--- src/hw/isaPkg.sv ---
package isaPkg;

    // Width of the bus, the registers and memory words
    localparam int dataWidth = 32;
    localparam int regCount = 16;

    // Instruction field positions
    localparam int opMsb = 31;
    localparam int opLsb = 27;
    localparam int raMsb = 26;
    localparam int raLsb = 23;
    localparam int rbMsb = 22;
    localparam int rbLsb = 19;
    localparam int rcMsb = 18;
    localparam int rcLsb = 15;
    localparam int cMsb = 18;
    localparam int cLsb = 0;
    localparam int cWidth = cMsb - cLsb + 1;

    // Opcodes keep the numbering of the full teaching ISA
    typedef enum logic [4:0] {
        opLd   = 5'b00000,
        opLdi  = 5'b00001,
        opSt   = 5'b00010,
        opAdd  = 5'b00011,
        opSub  = 5'b00100,
        opAnd  = 5'b00101,
        opOr   = 5'b00110,
        opAddi = 5'b01100,
        opOut  = 5'b10111,
        opHalt = 5'b11011
    } opcodeT;

endpackage

--- src/hw/ctrlPkg.sv ---
package ctrlPkg;

    // Sequencer steps, T7 is only used by ld
    typedef enum logic [3:0] {
        stIdle = 4'd0,
        stT0   = 4'd1,
        stT1   = 4'd2,
        stT2   = 4'd3,
        stT3   = 4'd4,
        stT4   = 4'd5,
        stT5   = 4'd6,
        stT6   = 4'd7,
        stT7   = 4'd8,
        stHalt = 4'd9
    } stepT;

    typedef enum logic [2:0] {
        aluAdd  = 3'd0,
        aluSub  = 3'd1,
        aluAnd  = 3'd2,
        aluOr   = 3'd3,
        aluPass = 3'd4
    } aluOpT;

    // One source on the bus per cycle
    typedef enum logic [2:0] {
        srcNone = 3'd0,
        srcReg  = 3'd1,
        srcPc   = 3'd2,
        srcMdr  = 3'd3,
        srcZlow = 3'd4,
        srcC    = 3'd5
    } busSrcT;

endpackage

--- src/hw/controlUnit.sv ---
module controlUnit #(
    parameter int memAddrWidth = 9
) (
    input  logic            clk,
    input  logic            rstN,
    input  logic            run,
    input  isaPkg::opcodeT  opcode,
    output ctrlPkg::busSrcT busSrc,
    output ctrlPkg::aluOpT  aluOp,
    output logic            gra,
    output logic            grb,
    output logic            grc,
    output logic            rIn,
    output logic            baOut,
    output logic            pcIn,
    output logic            irIn,
    output logic            yIn,
    output logic            zIn,
    output logic            marIn,
    output logic            mdrIn,
    output logic            outIn,
    output logic            incPc,
    output logic            memRead,
    output logic            memWrite,
    output logic            runClr,
    output logic            outValid,
    output logic            halted,
    output logic            idle
);

    ctrlPkg::stepT step;
    ctrlPkg::stepT nextStep;
    logic          isRegAlu;
    logic          isImm;
    logic          isMem;

    assign isRegAlu = opcode inside {isaPkg::opAdd, isaPkg::opSub, isaPkg::opAnd, isaPkg::opOr};
    assign isImm    = opcode inside {isaPkg::opAddi, isaPkg::opLdi};
    assign isMem    = opcode inside {isaPkg::opLd, isaPkg::opSt};

    always_comb begin
        case (step)
            ctrlPkg::stT0: nextStep = ctrlPkg::stT1;
            ctrlPkg::stT1: nextStep = ctrlPkg::stT2;
            ctrlPkg::stT2: nextStep = ctrlPkg::stT3;
            ctrlPkg::stT3: begin
                if (opcode == isaPkg::opHalt) begin
                    nextStep = ctrlPkg::stHalt;
                end else if (isRegAlu || isImm || isMem) begin
                    nextStep = ctrlPkg::stT4;
                end else begin
                    nextStep = ctrlPkg::stT0;
                end
            end
            ctrlPkg::stT4: nextStep = ctrlPkg::stT5;
            ctrlPkg::stT5: nextStep = isMem ? ctrlPkg::stT6 : ctrlPkg::stT0;
            ctrlPkg::stT6: nextStep = (opcode == isaPkg::opLd) ? ctrlPkg::stT7 : ctrlPkg::stT0;
            ctrlPkg::stT7: nextStep = ctrlPkg::stT0;
            default:       nextStep = step;
        endcase
    end

    always_ff @(posedge clk or negedge rstN) begin
        if (!rstN) begin
            step     <= ctrlPkg::stIdle;
            outValid <= 1'b0;
        end else begin
            step     <= run ? ctrlPkg::stT0 : nextStep;
            outValid <= outIn;
        end
    end

    // Strobes for the current step
    always_comb begin
        busSrc   = ctrlPkg::srcNone;
        aluOp    = ctrlPkg::aluAdd;
        gra      = 1'b0;
        grb      = 1'b0;
        grc      = 1'b0;
        rIn      = 1'b0;
        baOut    = 1'b0;
        pcIn     = 1'b0;
        irIn     = 1'b0;
        yIn      = 1'b0;
        zIn      = 1'b0;
        marIn    = 1'b0;
        mdrIn    = 1'b0;
        outIn    = 1'b0;
        incPc    = 1'b0;
        memRead  = 1'b0;
        memWrite = 1'b0;
        case (step)
            ctrlPkg::stT0: begin
                busSrc = ctrlPkg::srcPc;
                marIn  = 1'b1;
                incPc  = 1'b1;
                zIn    = 1'b1;
            end
            ctrlPkg::stT1: begin
                busSrc  = ctrlPkg::srcZlow;
                pcIn    = 1'b1;
                memRead = 1'b1;
                mdrIn   = 1'b1;
            end
            ctrlPkg::stT2: begin
                busSrc = ctrlPkg::srcMdr;
                irIn   = 1'b1;
            end
            ctrlPkg::stT3: begin
                if (opcode == isaPkg::opOut) begin
                    busSrc = ctrlPkg::srcReg;
                    gra    = 1'b1;
                    outIn  = 1'b1;
                end else if (isRegAlu || isImm || isMem) begin
                    busSrc = ctrlPkg::srcReg;
                    grb    = 1'b1;
                    baOut  = 1'b1;
                    yIn    = 1'b1;
                end
            end
            ctrlPkg::stT4: begin
                zIn = 1'b1;
                if (isRegAlu) begin
                    busSrc = ctrlPkg::srcReg;
                    grc    = 1'b1;
                end else begin
                    busSrc = ctrlPkg::srcC;
                end
                case (opcode)
                    isaPkg::opSub: aluOp = ctrlPkg::aluSub;
                    isaPkg::opAnd: aluOp = ctrlPkg::aluAnd;
                    isaPkg::opOr:  aluOp = ctrlPkg::aluOr;
                    default:       aluOp = ctrlPkg::aluAdd;
                endcase
            end
            ctrlPkg::stT5: begin
                busSrc = ctrlPkg::srcZlow;
                if (isMem) begin
                    marIn = 1'b1;
                end else begin
                    gra = 1'b1;
                    rIn = 1'b1;
                end
            end
            ctrlPkg::stT6: begin
                if (opcode == isaPkg::opLd) begin
                    memRead = 1'b1;
                    mdrIn   = 1'b1;
                end else begin
                    busSrc   = ctrlPkg::srcReg;
                    gra      = 1'b1;
                    memWrite = 1'b1;
                end
            end
            ctrlPkg::stT7: begin
                // Loaded word back to ra
                busSrc = ctrlPkg::srcMdr;
                gra    = 1'b1;
                rIn    = 1'b1;
            end
            default: begin
            end
        endcase
    end

    assign runClr = run;
    assign halted = step == ctrlPkg::stHalt;
    assign idle   = step == ctrlPkg::stIdle;

endmodule

--- config.mk ---
export PLATFORM = sky130hd
export DESIGN_NAME = controlUnit
export DESIGN_NICKNAME = d
export VERILOG_FILES = /design/src/hw/isaPkg.sv /design/src/hw/ctrlPkg.sv /design/src/hw/controlUnit.sv
export SDC_FILE = /design/constraint.sdc
export NUM_CORES = 1
export LEC_CHECK = 0
export ABC_AREA = 1
export BUFFER_PORTS_ARGS = -buffer_cell sky130_fd_sc_hd__buf_2
export CAP_MARGIN = 20
export CORE_AREA = 2 2 54 56
export CTS_BUF_LIST = sky130_fd_sc_hd__clkbuf_2 sky130_fd_sc_hd__clkbuf_4 sky130_fd_sc_hd__clkbuf_8
export DETAILED_ROUTE_END_ITERATION = 6
export DIE_AREA = 0 0 56 58
export PLACE_DENSITY = 0.59
export SKIP_CTS_REPAIR_TIMING = 1
export SLEW_MARGIN = 20
export SYNTH_ARGS = -nofsm -noshare
export SYNTH_HDL_FRONTEND = slang
export SYNTH_SLANG_ARGS = --single-unit
export TNS_END_PERCENT = 1
--- constraint.sdc ---
create_clock -name clk -period 3.85 [get_ports clk]
set_input_delay 0.77 -clock clk [delete_from_list [all_inputs] [get_ports clk]]
set_output_delay 0.77 -clock clk [all_outputs]
set_load 0.005 [all_outputs]
==> impl_metrics.csv <==
group,metric,value,unit
outcome,status,"finished clean",
worst_setup_path,crit_path_start,"opcode[2]",
cts,cts_sinks,5,
placement,post-dp-hpwl,1.547,mm
drt,firstDrtPassIters,4,
logic_synthesis,yosysTopAreaCell,"dfrtp_1",
min_path,hold_class,"in2async",
floorplanning,coreArea,2663,um^2
cts,cts-root-buf,"clkbuf_4",
placement,pre_cts_slack,1.256,ns
drt,drt-wirelength-per-cell,11.15,um
worst_setup_path,critPathKind,"in2out",
final_layout,instances_no_fill,168,
drt,vias,790,
logic_synthesis,syn-mean-instance-area,5.851,um^2
drt,drc,0,
sta,fin_crit_sh,67.64,%
floorplanning,rows,19,
cts,tritoncts,"done",
grt,track_usage,11.22,%
worst_setup_path,critical_path_buf_inv_count,3,
cts,cts_max_path_buffers,2,
worst_setup_path,endpoint_kind,"primary output",
worst_setup_path,arrival,1.83,ns
power_and_ir_drop,ir_drop,0.2271,mV
logic_synthesis,ys_top_cells_by_area,"dfrtp_1 (20%), nand2_1 (11%), nand3_1 (11%)",
logic_synthesis,ys_seq_area_share,19.80,%
worst_setup_path,cpLargestDelayFamily,"simple AND/OR/NAND/NOR gates",
grt,busiest_layer,"met2",
cts,clk_pin_slew,0.04,ns
drt,dr.first_iter.drc_count,33,
placement,dp_cells,164,
floorplanning,chipWidth,56,um
sta,finClkSkew,0.001509,ns
cts,cts_made_buffers,3,
worst_setup_path,slowest_stage,"nor2_1",
grt,grt_overflow_total,0,
sta,final.min_clock_period,2.604,ns
sta,tns,0,ns
worst_setup_path,cp.required,3.08,ns
grt,use_met1,13.95,%
logic_synthesis,synth_nets,116,
worst_setup_path,crit_path_max_incr_delay,0.25,ns
drt,postRouteAntennaNets,0,
logic_synthesis,yosys_warnings,0,
drt,drt_wl_total,1.873,mm
grt,grt_pass1_vias,660,
final_layout,drive_above_1_share,35.77,%
run,cap_viol_max_count,0,
grt,grtUsageMet2,17.65,%
sta,maxSlewViolCount,0,
logic_synthesis,netlist_area,631.9,um^2
sta,fmax,0.3840,GHz
grt,grt_max_degree,10,
cts,clock_latency,0.25,ns
placement,gp_congestion,0.8822,
grt,antenna_found_initial,0,
floorplanning,die_h,58,um
power_and_ir_drop,leakage,0.5260,nW
logic_synthesis,synthDistinctLibCells,22,
grt,grt_util_met3,3.571,%
sta,holdWs,0.3281,ns
worst_setup_path,worst_r2r_startpoint,"step[3]",
placement,port-buffer-count,31,
worst_setup_path,cp-start-kind,"input port",
sta,rsz0062_at_grt,"false",
final_layout,synthToLayoutAreaGrowth,28.32,%
sta,setup_violations,0,
floorplanning,die-area,3248,um^2
drt,via_per_inst,4.702,
floorplanning,ios,33,
logic_synthesis,ys_ff_latch,5,
sta,setup_ws,1.246,ns
final_layout,diodes,0,
logic_synthesis,synth.top_cell.area_share,19.80,%
logic_synthesis,syn_inst,108,
grt,grt_pass1_wl,2.780,mm
floorplanning,initial_core_util,23.73,%
final_layout,nets,146,
sta,hold_viol,0,
power_and_ir_drop,power_density,582.8,nW/um^2
worst_setup_path,worstPathMaxFanout,5,
cts,cts-htree-levels,1,
worst_setup_path,crit_chain,"buf_2 -> nor2_1 -> nand3_1 -> nand4_1 -> inv_1 -> nor2_1 -> nand3_1 -> buf_2",
-- worst paths after layout --
kind                           end  slack [ns]  cells past startpoint
hold / removal             step[3]        0.33                      1
setup / recovery               gra        1.25                      8
min in group clk           step[2]        0.62                      2
setup reg to reg           step[2]        2.49                      9
max in group asynchronous  step[2]        3.39                      1
hold reg to reg            step[2]        0.62                      2
-- power by group --
group	switching (mW)	internal, mW	total [mW]
combinational	0.186	0.120	0.306
clock	0.0230	0.0463	0.0693
sequential	0.0297	0.0672	0.0969
total	0.239	0.234	0.472
-- layout by cell type, fill, tap and decap left out --
| cell type | netlist | layout |
|---|---|---|
| buf_2 | 0 | 31 |
| nand2_1 | 19 | 19 |
| nor2_1 | 15 | 15 |
| inv_1 | 15 | 15 |
| nand3_1 | 14 | 14 |
| nor3_1 | 7 | 7 |
| dfrtp_1 | 5 | 5 |
| nand2_2 | 4 | 4 |
| clkbuf_4 | 0 | 4 |
| inv_2 | 3 | 3 |
| nor2_4 | 3 | 3 |
| o21ai_0 | 3 | 3 |
| nor2_2 | 2 | 2 |
| nand4_1 | 2 | 2 |
| a21oi_1 | 2 | 2 |
| nand3_2 | 1 | 1 |
| o21bai_1 | 1 | 1 |
| inv_4 | 1 | 1 |
| nor4_1 | 1 | 1 |
| o211ai_1 | 1 | 1 |
| o21ai_1 | 1 | 1 |
| o22ai_1 | 1 | 1 |
| conb_1 | 1 | 1 |
-- logic make-up after synthesis --
group           count (synthesis)  synth area share [%]
other cells                     1                0.5935
flops                           5                 19.80
buf+inv                        25                 18.81
compound gates                  9                 8.119
simple gates                   68                 52.67
-- sequential cells by signal, indices dropped and copies added (netlist names) --
register and flops:
outValid 1, step 4
-- routing by layer --
layer | share of wire (%) | vias up
met5 | 0 | -
met4 | 2.1 | 0
met3 | 8.0 | 7
met2 | 44 | 43
met1 | 46 | 346
li1 | - | 394
-- per-stage QoR --
stage / total power [mW] / utilization [%] / instance area, um^2
finish: 0.4725 / 30.45 / 810.8
floorplan: 0.3061 / - / 631.9
detailed placement: 0.4021 / 29.32 / 780.7
global route: 0.5210 / 30.45 / 810.8
global placement: 0.4014 / 29.32 / 780.7
CTS: 0.4736 / 30.45 / 810.8
-- area by class of cell --
| cell class | instances | area (um^2) |
|---|---|---|
| multi-input combinational | 78 | 387.9 |
| clock buffer | 4 | 30.03 |
| fill | 322 | 1852 |
| tap | 31 | 38.79 |
| sequential | 5 | 125.1 |
| timing repair buffer | 31 | 155.1 |
| inverter | 19 | 73.82 |
-- synth_stat cells --
cell	n
o22ai_1	1
buf_4	6
o21ai_0	3
nand3_1	14
nor2_1	15
nor4_1	1
nor2_4	3
o211ai_1	1
nand3_2	1
nor2_2	2
inv_4	1
o21bai_1	1
nand2_1	19
a21oi_1	2
nor3_1	7
o21ai_1	1
nand4_1	2
inv_2	3
conb_1	1
nand2_2	4
dfrtp_1	5
inv_1	15
(Power assumes the default switching activity.)
